--- config.mk ---
export PLATFORM = sky130hd
export DESIGN_NAME = axiLiteMaster
export DESIGN_NICKNAME = d
export VERILOG_FILES = /design/src/axiLitePkg.sv /design/src/axiLiteMaster.sv
export VERILOG_INCLUDE_DIRS = /design/src
export SDC_FILE = /design/constraint.sdc
export NUM_CORES = 1
export LEC_CHECK = 0
export BUFFER_PORTS_ARGS = -buffer_cell sky130_fd_sc_hd__buf_2
export CAP_MARGIN = 20
export CORE_MARGIN = 3
export CORE_UTILIZATION = 42
export CTS_BUF_LIST = sky130_fd_sc_hd__clkbuf_4
export CTS_CLUSTER_DIAMETER = 60
export DETAILED_ROUTE_END_ITERATION = 10
export HOLD_SLACK_MARGIN = 0.1
export PLACE_DENSITY = 0.84
export SYNTH_ARGS = -nofsm -noshare
export SYNTH_HDL_FRONTEND = slang
export SYNTH_SLANG_ARGS = --single-unit
--- constraint.sdc ---
create_clock -name aclk -period 7.35 [get_ports aclk]
set_input_delay 0 -clock aclk [delete_from_list [all_inputs] [get_ports aclk]]
set_output_delay 0 -clock aclk [all_outputs]
set_load 0.05 [all_outputs]
--- src/axiLite_defs.svh ---
`ifndef AXILITE_DEFS_SVH
`define AXILITE_DEFS_SVH

// ~~~~~~~~~~~~~~~~~~~~~~~~~~~~~~~~~~~~~~~~~~~~~~~~~~~~~~~~~~~~~~~~~~~~~~~~~~~~
// AXI4-Lite bus widths
// ~~~~~~~~~~~~~~~~~~~~~~~~~~~~~~~~~~~~~~~~~~~~~~~~~~~~~~~~~~~~~~~~~~~~~~~~~~~~
`define AXI_ADDR_W 12
`define AXI_DATA_W 32
`define AXI_STRB_W (`AXI_DATA_W / 8)

// Slave memory depth in words, byte addresses from 1024 up are out of range
`define MEM_WORDS 256

// ~~~~~~~~~~~~~~~~~~~~~~~~~~~~~~~~~~~~~~~~~~~~~~~~~~~~~~~~~~~~~~~~~~~~~~~~~~~~
// APB control port
// ~~~~~~~~~~~~~~~~~~~~~~~~~~~~~~~~~~~~~~~~~~~~~~~~~~~~~~~~~~~~~~~~~~~~~~~~~~~~
`define APB_ADDR_W 8

// Register offsets
`define REG_ADDR   8'h00
`define REG_WDATA  8'h04
`define REG_CTRL   8'h08
`define REG_STATUS 8'h0C
`define REG_RDATA  8'h10

// CTRL fields
`define CTRL_GO_BIT    0
`define CTRL_WRITE_BIT 1
`define CTRL_STRB_LSB  4

`endif
--- src/axiLitePkg.sv ---
`default_nettype none

`include "axiLite_defs.svh"

package axiLitePkg;

  // AXI response codes, EXOKAY and DECERR are never produced
  typedef enum logic [1:0] {
    OKAY   = 2'b00,
    SLVERR = 2'b10
  } respT;

  // ~~~~~~~~~~~~~~~~~~~~~~~~~~~~~~~~~~~~~~~~~~~~~~~~~~~~~~~~~~~~~~~~~~~~~~~~~~
  // AXI4-Lite channel payloads
  // ~~~~~~~~~~~~~~~~~~~~~~~~~~~~~~~~~~~~~~~~~~~~~~~~~~~~~~~~~~~~~~~~~~~~~~~~~~
  typedef struct packed {
    logic [`AXI_ADDR_W-1:0] addr;
  } awChanT;

  typedef struct packed {
    logic [`AXI_ADDR_W-1:0] addr;
  } arChanT;

  typedef struct packed {
    logic [`AXI_DATA_W-1:0] data;
    logic [`AXI_STRB_W-1:0] strb;
  } wChanT;

  typedef struct packed {
    respT resp;
  } bChanT;

  typedef struct packed {
    logic [`AXI_DATA_W-1:0] data;
    respT                   resp;
  } rChanT;

  // Command from the register block and the answer from the master
  typedef struct packed {
    logic                   write;
    logic [`AXI_ADDR_W-1:0] addr;
    logic [`AXI_DATA_W-1:0] data;
    logic [`AXI_STRB_W-1:0] strb;
  } cmdT;

  typedef struct packed {
    respT                   resp;
    logic [`AXI_DATA_W-1:0] data;
  } cmdRespT;

  // ~~~~~~~~~~~~~~~~~~~~~~~~~~~~~~~~~~~~~~~~~~~~~~~~~~~~~~~~~~~~~~~~~~~~~~~~~~
  // APB
  // ~~~~~~~~~~~~~~~~~~~~~~~~~~~~~~~~~~~~~~~~~~~~~~~~~~~~~~~~~~~~~~~~~~~~~~~~~~
  typedef struct packed {
    logic [`APB_ADDR_W-1:0] paddr;
    logic                   psel;
    logic                   penable;
    logic                   pwrite;
    logic [`AXI_DATA_W-1:0] pwdata;
  } apbReqT;

  typedef struct packed {
    logic [`AXI_DATA_W-1:0] prdata;
    logic                   pready;
    logic                   pslverr;
  } apbRspT;

endpackage

`default_nettype wire

--- src/axiLiteMaster.sv ---
`timescale 1ns/10ps
`default_nettype none

`include "axiLite_defs.svh"

module axiLiteMaster import axiLitePkg::*; (
  input  logic    aclk,
  input  logic    arstN,
  input  logic    cmdStart,
  input  cmdT     cmd,
  output logic    cmdDone,
  output cmdRespT cmdResp,
  output logic    awValid,
  input  logic    awReady,
  output awChanT  aw,
  output logic    wValid,
  input  logic    wReady,
  output wChanT   w,
  input  logic    bValid,
  output logic    bReady,
  input  bChanT   b,
  output logic    arValid,
  input  logic    arReady,
  output arChanT  ar,
  input  logic    rValid,
  output logic    rReady,
  input  rChanT   r
);

  typedef enum logic [1:0] {
    stIdle,
    stAddr,
    stResp,
    stRdata
  } stateT;

  stateT state;
  cmdT   cmdQ;
  logic  awLeft;
  logic  wLeft;
  logic  arLeft;

  // Payloads come straight from the held command
  assign aw.addr = cmdQ.addr;
  assign w.data  = cmdQ.data;
  assign w.strb  = cmdQ.strb;
  assign ar.addr = cmdQ.addr;

  // Channels still waiting for their handshake
  assign awLeft = awValid && !awReady;
  assign wLeft  = wValid && !wReady;
  assign arLeft = arValid && !arReady;

  assign bReady  = state == stResp;
  assign rReady  = state == stRdata;
  assign cmdDone = (bReady && bValid) || (rReady && rValid);

  always_comb begin
    cmdResp.resp = b.resp;
    cmdResp.data = '0;
    if (state == stRdata) begin
      cmdResp.resp = r.resp;
      cmdResp.data = r.data;
    end
  end

  always_ff @(posedge aclk) begin
    if (state == stIdle && cmdStart) begin
      cmdQ <= cmd;
    end
  end

  // ~~~~~~~~~~~~~~~~~~~~~~~~~~~~~~~~~~~~~~~~~~~~~~~~~~~~~~~~~~~~~~~~~~~~~~~~~~
  // Transaction FSM, one command in flight
  // ~~~~~~~~~~~~~~~~~~~~~~~~~~~~~~~~~~~~~~~~~~~~~~~~~~~~~~~~~~~~~~~~~~~~~~~~~~
  always_ff @(posedge aclk or negedge arstN) begin
    if (!arstN) begin
      state   <= stIdle;
      awValid <= 1'b0;
      wValid  <= 1'b0;
      arValid <= 1'b0;
    end else begin
      case (state)
        stIdle: begin
          if (cmdStart) begin
            state   <= stAddr;
            awValid <= cmd.write;
            wValid  <= cmd.write;
            arValid <= !cmd.write;
          end
        end
        stAddr: begin
          // aw and w may finish in either order
          if (awReady) awValid <= 1'b0;
          if (wReady) wValid <= 1'b0;
          if (arReady) arValid <= 1'b0;
          if (!awLeft && !wLeft && !arLeft) begin
            state <= cmdQ.write ? stResp : stRdata;
          end
        end
        stResp: begin
          if (bValid) state <= stIdle;
        end
        stRdata: begin
          if (rValid) state <= stIdle;
        end
        default: state <= stIdle;
      endcase
    end
  end

endmodule

`default_nettype wire

==> results.yml <==
route:
  vias: 2094
  drt_pass1_iterations: 4
  viasPerCell: 4.664
  ant_nets: 0
  dr.first_iter.drc_count: 89
  drc: 0
  wl_mm: 7.392
  wire_per_inst_microns: 16.46
placed_design:
  dpl.cell_count: 383
  dp_hpwl_mm: 5.361
  numPortBuffers: 192
  place_congestion: 0.8406
  post_dp_cell_area_sq_mm: 0.003080
  dp_slack_ns: 5.291
global_route:
  grt_start_max_net_pins: 50
  grt_use_total_pct: 20.93
  grt_antenna_before_repair: 0
  grt_pass1_vias: 2246
  overflow: 0
  grt_pass1_wl_mm: 11.31
floorplan:
  die_y_microns: 83.46
  core_area_sq_mm: 0.005642
  dieArea_sq_mm: 0.006966
  ioPinCount: 193
  row_count: 27
  initial_core_util_pct: 44.67
  die_w_microns: 83.46
min_path:
  hold_path.class: "in -> reg"
critical_path:
  cpPeakStageDelay_ns: 1.08
  critical_path_arrival_ns: 2.32
  crit_type: "reg -> out"
  cp-start-kind: "register"
  worstPathRequired_ns: 7.35
  worstSetupEndpointType: "output port"
  crit_slowest_cell: "dfrtp_1"
  critPathMaxFanout: 44
  cp_cell_sequence: "and2_4, mux2_2, buf_2"
timing:
  hold_violations: 0
  drv_slew: 0
  maxSlewHeadroom_pct: 28.13
  finalSetupTns_ns: 0
  fin_crit_ns: 2.317
  skew_ns: 0.008577
  fin_crit_sh_pct: 31.52
  setup_ws_ns: 5.033
  worst_pin_slew_ns: 1.078
  finalSetupViolCount: 0
  grt_setup_unrepaired: "false"
  fmax_mhz: 431.7
logic_synthesis:
  ys_warn_count: 0
  yosysUniqueCellTypes: 24
  synthesis.instances: 188
  synthesis.nets: 281
  netlist_area_sq_mm: 0.002520
  synthTopCellsByArea: "edfxtp_1, buf_4, and3_1"
  syn_area_per_cell_sq_um: 13.40
  synth-seq-cells: 54
  yosys.area.top_type_share_pct: 58.39
  ys_seq_area_share_pct: 63.36
  yosysTopAreaCell: "edfxtp_1"
clock_tree:
  cts_buffer_depth: 2
  cts_num_sinks: 54
  clk_pin_slew_ns: 0.14
  root_buffer: "clkbuf_4"
  worst_skew_pair.late_latency_ns: 0.35
  cts_resized: 0
  cts_tree: "built"
  cts.htree.levels: 2
  numCtsBuffers: 5
  postCtsSetupBuffers: 0
layout:
  final_cell_mix: "buf_2, dlygate4sd3_1, edfxtp_1"
  diodes: 0
  layout_commonest_cell: "buf_2"
  final_layout_size_suffix_gt1_share_pct: 54.11
  areaGrowthSynthToFinish_pct: 47.42
  ff_latch_area_sq_mm: 0.001597
  fin_cells: 449
  final.fill_count: 411
  fin_nets: 469
  final_area_sq_mm: 0.003715
  multiInputGateArea_sq_um: 402.9
status:
  status: "finished clean"
power_and_ir_drop:
  p_per_area_mw_per_mm2: 353.6
  leakage_uw: 0.001874
  ir_drop_mv: 0.2959
flow_run:
  cap_violations: 0
-- logic make-up after synthesis --
logic type | after synthesis | synth area share, %
buffers and inverters | 76 | 20.95
AO/OA/AOI/OAI | 13 | 3.675
AND/OR/NAND/NOR | 42 | 10.72
flip-flops | 54 | 63.36
multiplexers | 3 | 1.291
-- per-layer routing --
layer	track usage [%]	wire, microns	vias to the layer above
met3	5.923	739	16
li1	-	-	975
met5	0	0	-
met4	9.211	256	0
met1	19.51	2345	955
met2	41.47	4050	148
-- registers in the layout (all words and copies together) (netlist names) --
register,cells
ar,12
arValid,1
awValid,1
cmdQ,1
state,2
w,36
wValid,1
-- cells in the mapped netlist, drive strengths merged --
| cell type | n |
|---|---|
| nand2b | 1 |
| nor2 | 1 |
| o2bb2ai | 1 |
| buf | 63 |
| and2 | 2 |
| a2bb2oi | 2 |
| o22a | 1 |
| mux2 | 2 |
| a222oi | 1 |
| nor2b | 6 |
| a21oi | 4 |
| dfrtp | 5 |
| o22ai | 3 |
| and3 | 32 |
| clkbuf | 7 |
| inv | 6 |
| mux2i | 1 |
| a211o | 1 |
| edfxtp | 49 |
-- where the power goes --
| part | leakage [uW] | total [uW] | internal, uW | switching [uW] |
|---|---|---|---|---|
| sequential | 0.000514 | 479 | 409 | 69.9 |
| combinational | 0.00133 | 711 | 183 | 529 |
| clock | 0.0000303 | 123 | 36.0 | 87.1 |
| total | 0.00187 | 1310 | 628 | 686 |
-- what timing repair did --
action,in CTS,in global routing
hold buffers,58,0
endpoints found under the hold margin,59,0
setup endpoints to repair,0,0
-- worst paths after layout --
path / startpoint / endpoint / slack (ns) / cells past startpoint
max: state[0] / cmdResp[33] / 5.03 / 3
min: wReady / state[1] / 0.27 / 4
max reg2reg: state[0] / state[0] / 5.06 / 4
min reg2reg: awValid / awValid / 0.62 / 2
max in group asynchronous: arstN / state[0] / 6.59 / 3
min in group asynchronous: arstN / arValid / 0.55 / 3
-- cell type report --
| type | instances | share of cell area (%) |
|---|---|---|
| Clock buffer | 5 | 1.010 |
| Timing Repair Buffer | 251 | 41.70 |
| Multi-Input combinational cell | 58 | 10.85 |
| Tap cell | 72 | 2.425 |
| Sequential cell | 54 | 42.98 |
| Clock inverter | 3 | 0.4379 |
| Inverter | 6 | 0.6063 |
-- worst max-delay path, delay by kind of cell (launching register included) --
family,cells,cell delay (ns)
buffers and inverters,1,0.21
DFF,1,1.08
muxes,1,0.33
and+or+nand+nor,1,0.34
-- stage by stage --
stage	hold WS [ns]	util, %	total power [uW]
finish	0.2724	65.85	1314
global route	0.2597	65.85	1375
CTS	0.2666	65.85	1319
detailed placement	-0.1713	54.60	1161
global placement	-0.1767	54.60	1149
floorplan	-0.2956	-	1079
Power figures use the tool's default switching activity.
