[src/axiLite_defs.svh]
`ifndef AXILITE_DEFS_SVH
`define AXILITE_DEFS_SVH

// ~~~~~~~~~~~~~~~~~~~~~~~~~~~~~~~~~~~~~~~~~~~~~~~~~~~~~~~~~~~~~~~~~~~~~~~~~~~~
// AXI4-Lite bus widths
// ~~~~~~~~~~~~~~~~~~~~~~~~~~~~~~~~~~~~~~~~~~~~~~~~~~~~~~~~~~~~~~~~~~~~~~~~~~~~
`define AXI_ADDR_W 12
`define AXI_DATA_W 32
`define AXI_STRB_W (`AXI_DATA_W / 8)

// Slave memory depth in words, byte addresses from 1024 up are out of range
`define MEM_WORDS 256

// ~~~~~~~~~~~~~~~~~~~~~~~~~~~~~~~~~~~~~~~~~~~~~~~~~~~~~~~~~~~~~~~~~~~~~~~~~~~~
// APB control port
// ~~~~~~~~~~~~~~~~~~~~~~~~~~~~~~~~~~~~~~~~~~~~~~~~~~~~~~~~~~~~~~~~~~~~~~~~~~~~
`define APB_ADDR_W 8

// Register offsets
`define REG_ADDR   8'h00
`define REG_WDATA  8'h04
`define REG_CTRL   8'h08
`define REG_STATUS 8'h0C
`define REG_RDATA  8'h10

// CTRL fields
`define CTRL_GO_BIT    0
`define CTRL_WRITE_BIT 1
`define CTRL_STRB_LSB  4

`endif
[src/axiLitePkg.sv]
`default_nettype none

`include "axiLite_defs.svh"

package axiLitePkg;

  // AXI response codes, EXOKAY and DECERR are never produced
  typedef enum logic [1:0] {
    OKAY   = 2'b00,
    SLVERR = 2'b10
  } respT;

  // ~~~~~~~~~~~~~~~~~~~~~~~~~~~~~~~~~~~~~~~~~~~~~~~~~~~~~~~~~~~~~~~~~~~~~~~~~~
  // AXI4-Lite channel payloads
  // ~~~~~~~~~~~~~~~~~~~~~~~~~~~~~~~~~~~~~~~~~~~~~~~~~~~~~~~~~~~~~~~~~~~~~~~~~~
  typedef struct packed {
    logic [`AXI_ADDR_W-1:0] addr;
  } awChanT;

  typedef struct packed {
    logic [`AXI_ADDR_W-1:0] addr;
  } arChanT;

  typedef struct packed {
    logic [`AXI_DATA_W-1:0] data;
    logic [`AXI_STRB_W-1:0] strb;
  } wChanT;

  typedef struct packed {
    respT resp;
  } bChanT;

  typedef struct packed {
    logic [`AXI_DATA_W-1:0] data;
    respT                   resp;
  } rChanT;

  // Command from the register block and the answer from the master
  typedef struct packed {
    logic                   write;
    logic [`AXI_ADDR_W-1:0] addr;
    logic [`AXI_DATA_W-1:0] data;
    logic [`AXI_STRB_W-1:0] strb;
  } cmdT;

  typedef struct packed {
    respT                   resp;
    logic [`AXI_DATA_W-1:0] data;
  } cmdRespT;

  // ~~~~~~~~~~~~~~~~~~~~~~~~~~~~~~~~~~~~~~~~~~~~~~~~~~~~~~~~~~~~~~~~~~~~~~~~~~
  // APB
  // ~~~~~~~~~~~~~~~~~~~~~~~~~~~~~~~~~~~~~~~~~~~~~~~~~~~~~~~~~~~~~~~~~~~~~~~~~~
  typedef struct packed {
    logic [`APB_ADDR_W-1:0] paddr;
    logic                   psel;
    logic                   penable;
    logic                   pwrite;
    logic [`AXI_DATA_W-1:0] pwdata;
  } apbReqT;

  typedef struct packed {
    logic [`AXI_DATA_W-1:0] prdata;
    logic                   pready;
    logic                   pslverr;
  } apbRspT;

endpackage

`default_nettype wire

[src/apbCmdRegs.sv]
`timescale 1ns/10ps
`default_nettype none

`include "axiLite_defs.svh"

module apbCmdRegs import axiLitePkg::*; (
  input  logic    aclk,
  input  logic    arstN,
  input  apbReqT  apbReq,
  output apbRspT  apbRsp,
  output logic    cmdStart,
  output cmdT     cmd,
  input  logic    cmdDone,
  input  cmdRespT cmdResp
);

  logic                   access;
  logic                   isAddr;
  logic                   isWdata;
  logic                   isCtrl;
  logic                   isStatus;
  logic                   isRdata;
  logic                   mapped;
  logic                   goWhileBusy;
  logic                   wrOk;
  logic                   goAccept;
  logic [`AXI_ADDR_W-1:0] addrQ;
  logic [`AXI_DATA_W-1:0] wdataQ;
  logic [`AXI_DATA_W-1:0] rdataQ;
  logic                   busyQ;
  respT                   lastRespQ;

  // ~~~~~~~~~~~~~~~~~~~~~~~~~~~~~~~~~~~~~~~~~~~~~~~~~~~~~~~~~~~~~~~~~~~~~~~~~~
  // Decode, the access cycle always completes
  // ~~~~~~~~~~~~~~~~~~~~~~~~~~~~~~~~~~~~~~~~~~~~~~~~~~~~~~~~~~~~~~~~~~~~~~~~~~
  assign access   = apbReq.psel && apbReq.penable;
  assign isAddr   = apbReq.paddr == `REG_ADDR;
  assign isWdata  = apbReq.paddr == `REG_WDATA;
  assign isCtrl   = apbReq.paddr == `REG_CTRL;
  assign isStatus = apbReq.paddr == `REG_STATUS;
  assign isRdata  = apbReq.paddr == `REG_RDATA;
  assign mapped   = isAddr || isWdata || isCtrl || isStatus || isRdata;

  assign goWhileBusy = isCtrl && apbReq.pwrite && apbReq.pwdata[`CTRL_GO_BIT] && busyQ;
  assign wrOk        = access && apbReq.pwrite && mapped && !goWhileBusy;
  assign goAccept    = wrOk && isCtrl && apbReq.pwdata[`CTRL_GO_BIT];

  always_comb begin
    apbRsp.pready  = 1'b1;
    apbRsp.pslverr = access && (!mapped || goWhileBusy);
    apbRsp.prdata  = '0;
    if (isAddr) begin
      apbRsp.prdata = `AXI_DATA_W'(addrQ);
    end else if (isWdata) begin
      apbRsp.prdata = wdataQ;
    end else if (isStatus) begin
      apbRsp.prdata = `AXI_DATA_W'({lastRespQ, busyQ});
    end else if (isRdata) begin
      apbRsp.prdata = rdataQ;
    end
  end

  always_ff @(posedge aclk or negedge arstN) begin
    if (!arstN) begin
      addrQ     <= '0;
      wdataQ    <= '0;
      rdataQ    <= '0;
      busyQ     <= 1'b0;
      lastRespQ <= OKAY;
      cmdStart  <= 1'b0;
    end else begin
      cmdStart <= goAccept;
      if (wrOk && isAddr) begin
        addrQ <= apbReq.pwdata[`AXI_ADDR_W-1:0];
      end
      if (wrOk && isWdata) begin
        wdataQ <= apbReq.pwdata;
      end
      if (goAccept) begin
        busyQ <= 1'b1;
      end else if (cmdDone) begin
        busyQ     <= 1'b0;
        lastRespQ <= cmdResp.resp;
        // A failed read leaves zero behind
        if (!cmd.write) begin
          rdataQ <= (cmdResp.resp == SLVERR) ? '0 : cmdResp.data;
        end
      end
    end
  end

  // Command snapshot, taken with the go bit
  always_ff @(posedge aclk) begin
    if (goAccept) begin
      cmd.write <= apbReq.pwdata[`CTRL_WRITE_BIT];
      cmd.addr  <= addrQ;
      cmd.data  <= wdataQ;
      cmd.strb  <= apbReq.pwdata[`CTRL_STRB_LSB +: `AXI_STRB_W];
    end
  end

endmodule

`default_nettype wire

[config.mk]
export PLATFORM = sky130hd
export DESIGN_NAME = apbCmdRegs
export DESIGN_NICKNAME = d
export VERILOG_FILES = /design/src/axiLitePkg.sv /design/src/apbCmdRegs.sv
export VERILOG_INCLUDE_DIRS = /design/src
export SDC_FILE = /design/constraint.sdc
export NUM_CORES = 1
export LEC_CHECK = 0
export BUFFER_PORTS_ARGS = -buffer_cell sky130_fd_sc_hd__clkbuf_2
export CORE_ASPECT_RATIO = 1.4
export CORE_MARGIN = 2
export CORE_UTILIZATION = 35
export DETAILED_ROUTE_END_ITERATION = 6
export PLACE_DENSITY_LB_ADDON = 0.15
export SYNTH_ARGS = -nofsm -noshare
export SYNTH_HDL_FRONTEND = slang
export SYNTH_SLANG_ARGS = --single-unit
[constraint.sdc]
create_clock -name aclk -period 3.7 [get_ports aclk]
set_clock_uncertainty 0.1 [all_clocks]
set_input_delay 0.555 -clock aclk [delete_from_list [all_inputs] [get_ports aclk]]
set_output_delay 0.555 -clock aclk [all_outputs]
set_load 0.05 [all_outputs]
==> impl_metrics.json <==
{
  "crit_slowest_cell": "or4_1",
  "mostFrequentLayoutCell": "clkbuf_2",
  "crit_chain": "clkbuf_2, or4_1, nor3_1, a32oi_1, o21ai_0, clkbuf_2",
  "path_clk_slew_ns": 0.06,
  "hold_buffers": 0,
  "via_per_inst": 4.990,
  "track_usage_pct": 17.95,
  "h-tree-depth": 4,
  "powerDensity_mw_per_mm2": 498.0,
  "topRoutingLayerUsed": "met4",
  "ir_drop_mv": 0.2489,
  "end_kind": "output pin",
  "ys_types": 35,
  "setup_viol": 0,
  "clk_latency_ns": 0.40,
  "dr.first_iter.drc_count": 127,
  "synth_edf_count": 49,
  "vias": 3453,
  "cts_root_buffer": "clkbuf_16",
  "leakage_nw": 3.346,
  "io_pins": 164,
  "p_sw_share_pct": 20.66,
  "startpoint_type": "input port",
  "die_h_microns": 147.1,
  "worstSetupPathType": "in2out",
  "met1_length_microns": 5376,
  "antenna_found_initial": 0,
  "total_power_mw": 3.355,
  "rows": 52,
  "dr.pass1.iters": 4,
  "comb_power_share_pct": 4.5,
  "fin_nets": 570,
  "crit_start": "apbReq[42]",
  "worst_pin_slew_ns": 0.8565,
  "place_congestion": 0.8068,
  "maxCapViolations": 0,
  "grt_max_degree": 64,
  "fin_crit_sh_pct": 82.80,
  "grt_pass1_vias": 3893,
  "numCtsBuffers": 17,
  "hold_viol": 0,
  "fin_ws_ns": 0.6365,
  "cts_resized": 0,
  "drive_above_1_share_pct": 50.30,
  "cp_common_cell": "clkbuf_2",
  "stdcell_count": 692,
  "drc": 0,
  "cp_max_fo": 4,
  "dieWidth_microns": 106.2,
  "clock-sinks": 129,
  "seqPwrFrac_pct": 46.0,
  "area.growth.synth_to_final_pct": 31.53,
  "ys_ff_latch": 129,
  "final_cell_mix": "clkbuf_2 (161), dfrtp_1 (80), a22o_1 (53), edfxtp_1 (49), mux2_4 (30)",
  "grt_pass1_wl_microns": 21110,
  "synth_nets": 400,
  "dominantRegCellSynth": "dfrtp_1",
  "cts_setup_buffers": 0,
  "drtAntennaViolNets": 0,
  "dieArea_sq_mm": 0.01563,
  "period_needed_ns": 3.064,
  "dp_hpwl_microns": 9337,
  "yosysSeqAreaShare_pct": 67.81,
  "syn_area_per_cell_sq_um": 16.01,
  "io_buffers": 162,
  "switchingPower_mw": 0.6934,
  "critPathArrivalTime_ns": 2.41,
  "dp_slack_ns": 0.7102,
  "fin_setup_tns_ns": 0,
  "p_int_mw": 2.662,
  "slew_headroom_pct": 42.90,
  "coreArea_sq_mm": 0.01438,
  "slew_viol_final": 0,
  "route.met3.wl_microns": 797,
  "outcome": "complete, no violations",
  "grt_overflow": 0,
  "synth_cells": 320,
  "diodes": 0,
  "post_drt_wl_per_cell_microns": 19.36,
  "cp.required_ns": 3.04,
  "max_stage_delay_ns": 0.56,
  "cts_tree": "built",
  "p_clk_share_pct": 49.5,
  "cts_buffer_depth": 2,
  "async_reset_ff_share_pct": 62.02,
  "min_path_type": "in2async",
  "netlist_area_sq_mm": 0.005122,
  "max_freq_mhz": 326.4,
  "initial_utilization_pct": 35.62,
  "wl_microns": 13400,
  "r2r-start": "busyQ",
  "yosys_warnings": 0,
  "met2_length_microns": 6953,
  "fill_cells": 1309,
  "grt_setup_unrepaired": "no",
  "dp.cells": 660
}
[state kept, by name, summed over array words and instances (netlist names)]
register,flops
lastRespQ,2
busyQ,1
rdataQ,32
cmd,49
cmdStart,1
wdataQ,32
addrQ,12
[stage by stage]
step / hold slack [ns] / instance area, sq um / util, %
floorplan: 0.1594 / 5122 / -
global placement: 0.3525 / 6150 / 42.77
detailed placement: 0.3616 / 6150 / 42.77
CTS: 0.1964 / 6738 / 46.86
global route: 0.2058 / 6738 / 46.86
finish: 0.1505 / 6738 / 46.86
[final timing paths]
check	to	slack, ns	cells after the start
min	wdataQ[5]	0.15	1
min reg2reg	cmd[11]	0.37	0
min in group aclk	cmd[1]	0.25	1
max	apbRsp[4]	0.64	6
max in group asynchronous	wdataQ[16]	2.54	2
max reg2reg	rdataQ[20]	1.35	5
[layout make-up]
cell class	count	area, sq um	area share, %
multi-input cells	165	1525	22.64
repair buffers	174	903.4	13.41
clock inverters	11	137.6	2.043
clock buffers	21	450.4	6.685
inverters	3	11.26	0.1671
well taps	189	236.5	3.510
flip-flops and latches	129	3473	51.55
[metal layers]
layer  track usage [%]  up-vias
met2             30.74      131
met5                 0        -
met1             21.12     1745
met4             7.237        0
met3             5.102       21
li1                  -     1556
[critical path, delay by kind of cell]
kind / cells / cell delay, ns
and+or+nand+nor: 2 / 1.01
buffers and inverters: 2 / 0.44
AOI/OAI and AO/OA: 2 / 0.41
[kinds of logic after synthesis]
logic type | Yosys count | share of synthesized area, %
mux | 56 | 14.26
buf+inv | 26 | 2.491
other cells | 1 | 0.07321
simple gates | 37 | 4.250
flops | 129 | 67.81
compound gates | 71 | 11.11
[cells in the mapped netlist, types with 2 or more instances]
master    instances  area (sq um)
dfrtp_1          80          2002
a22o_1           53         464.2
edfxtp_1         49          1471
mux2_4           30         450.4
clkbuf_1         16         60.06
mux2_2           16         180.2
nand2_1          13         48.80
o21ai_0          12         60.06
mux2i_1          10         100.1
nor2_1            4         15.01
buf_2             3         15.01
buf_6             3         33.78
inv_1             3         11.26
nand3_1           3         15.01
nor3_1            3         15.01
and4b_1           2         20.02
or3_1             2         12.51
[power groups by stage]
| stage | clock, mW | sequential, mW | combinational (mW) |
|---|---|---|---|
| 6_report | 1.66 | 1.54 | 0.150 |
| 3_3_place_gp | 0 | 1.57 | 0.149 |
| 4_1_cts | 1.70 | 1.54 | 0.153 |
| 2_1_floorplan | 0 | 1.56 | 0.0681 |
| 3_5_place_dp | 0 | 1.57 | 0.152 |
| 5_1_grt | 1.77 | 1.55 | 0.166 |
Power figures use the tool's default switching activity.
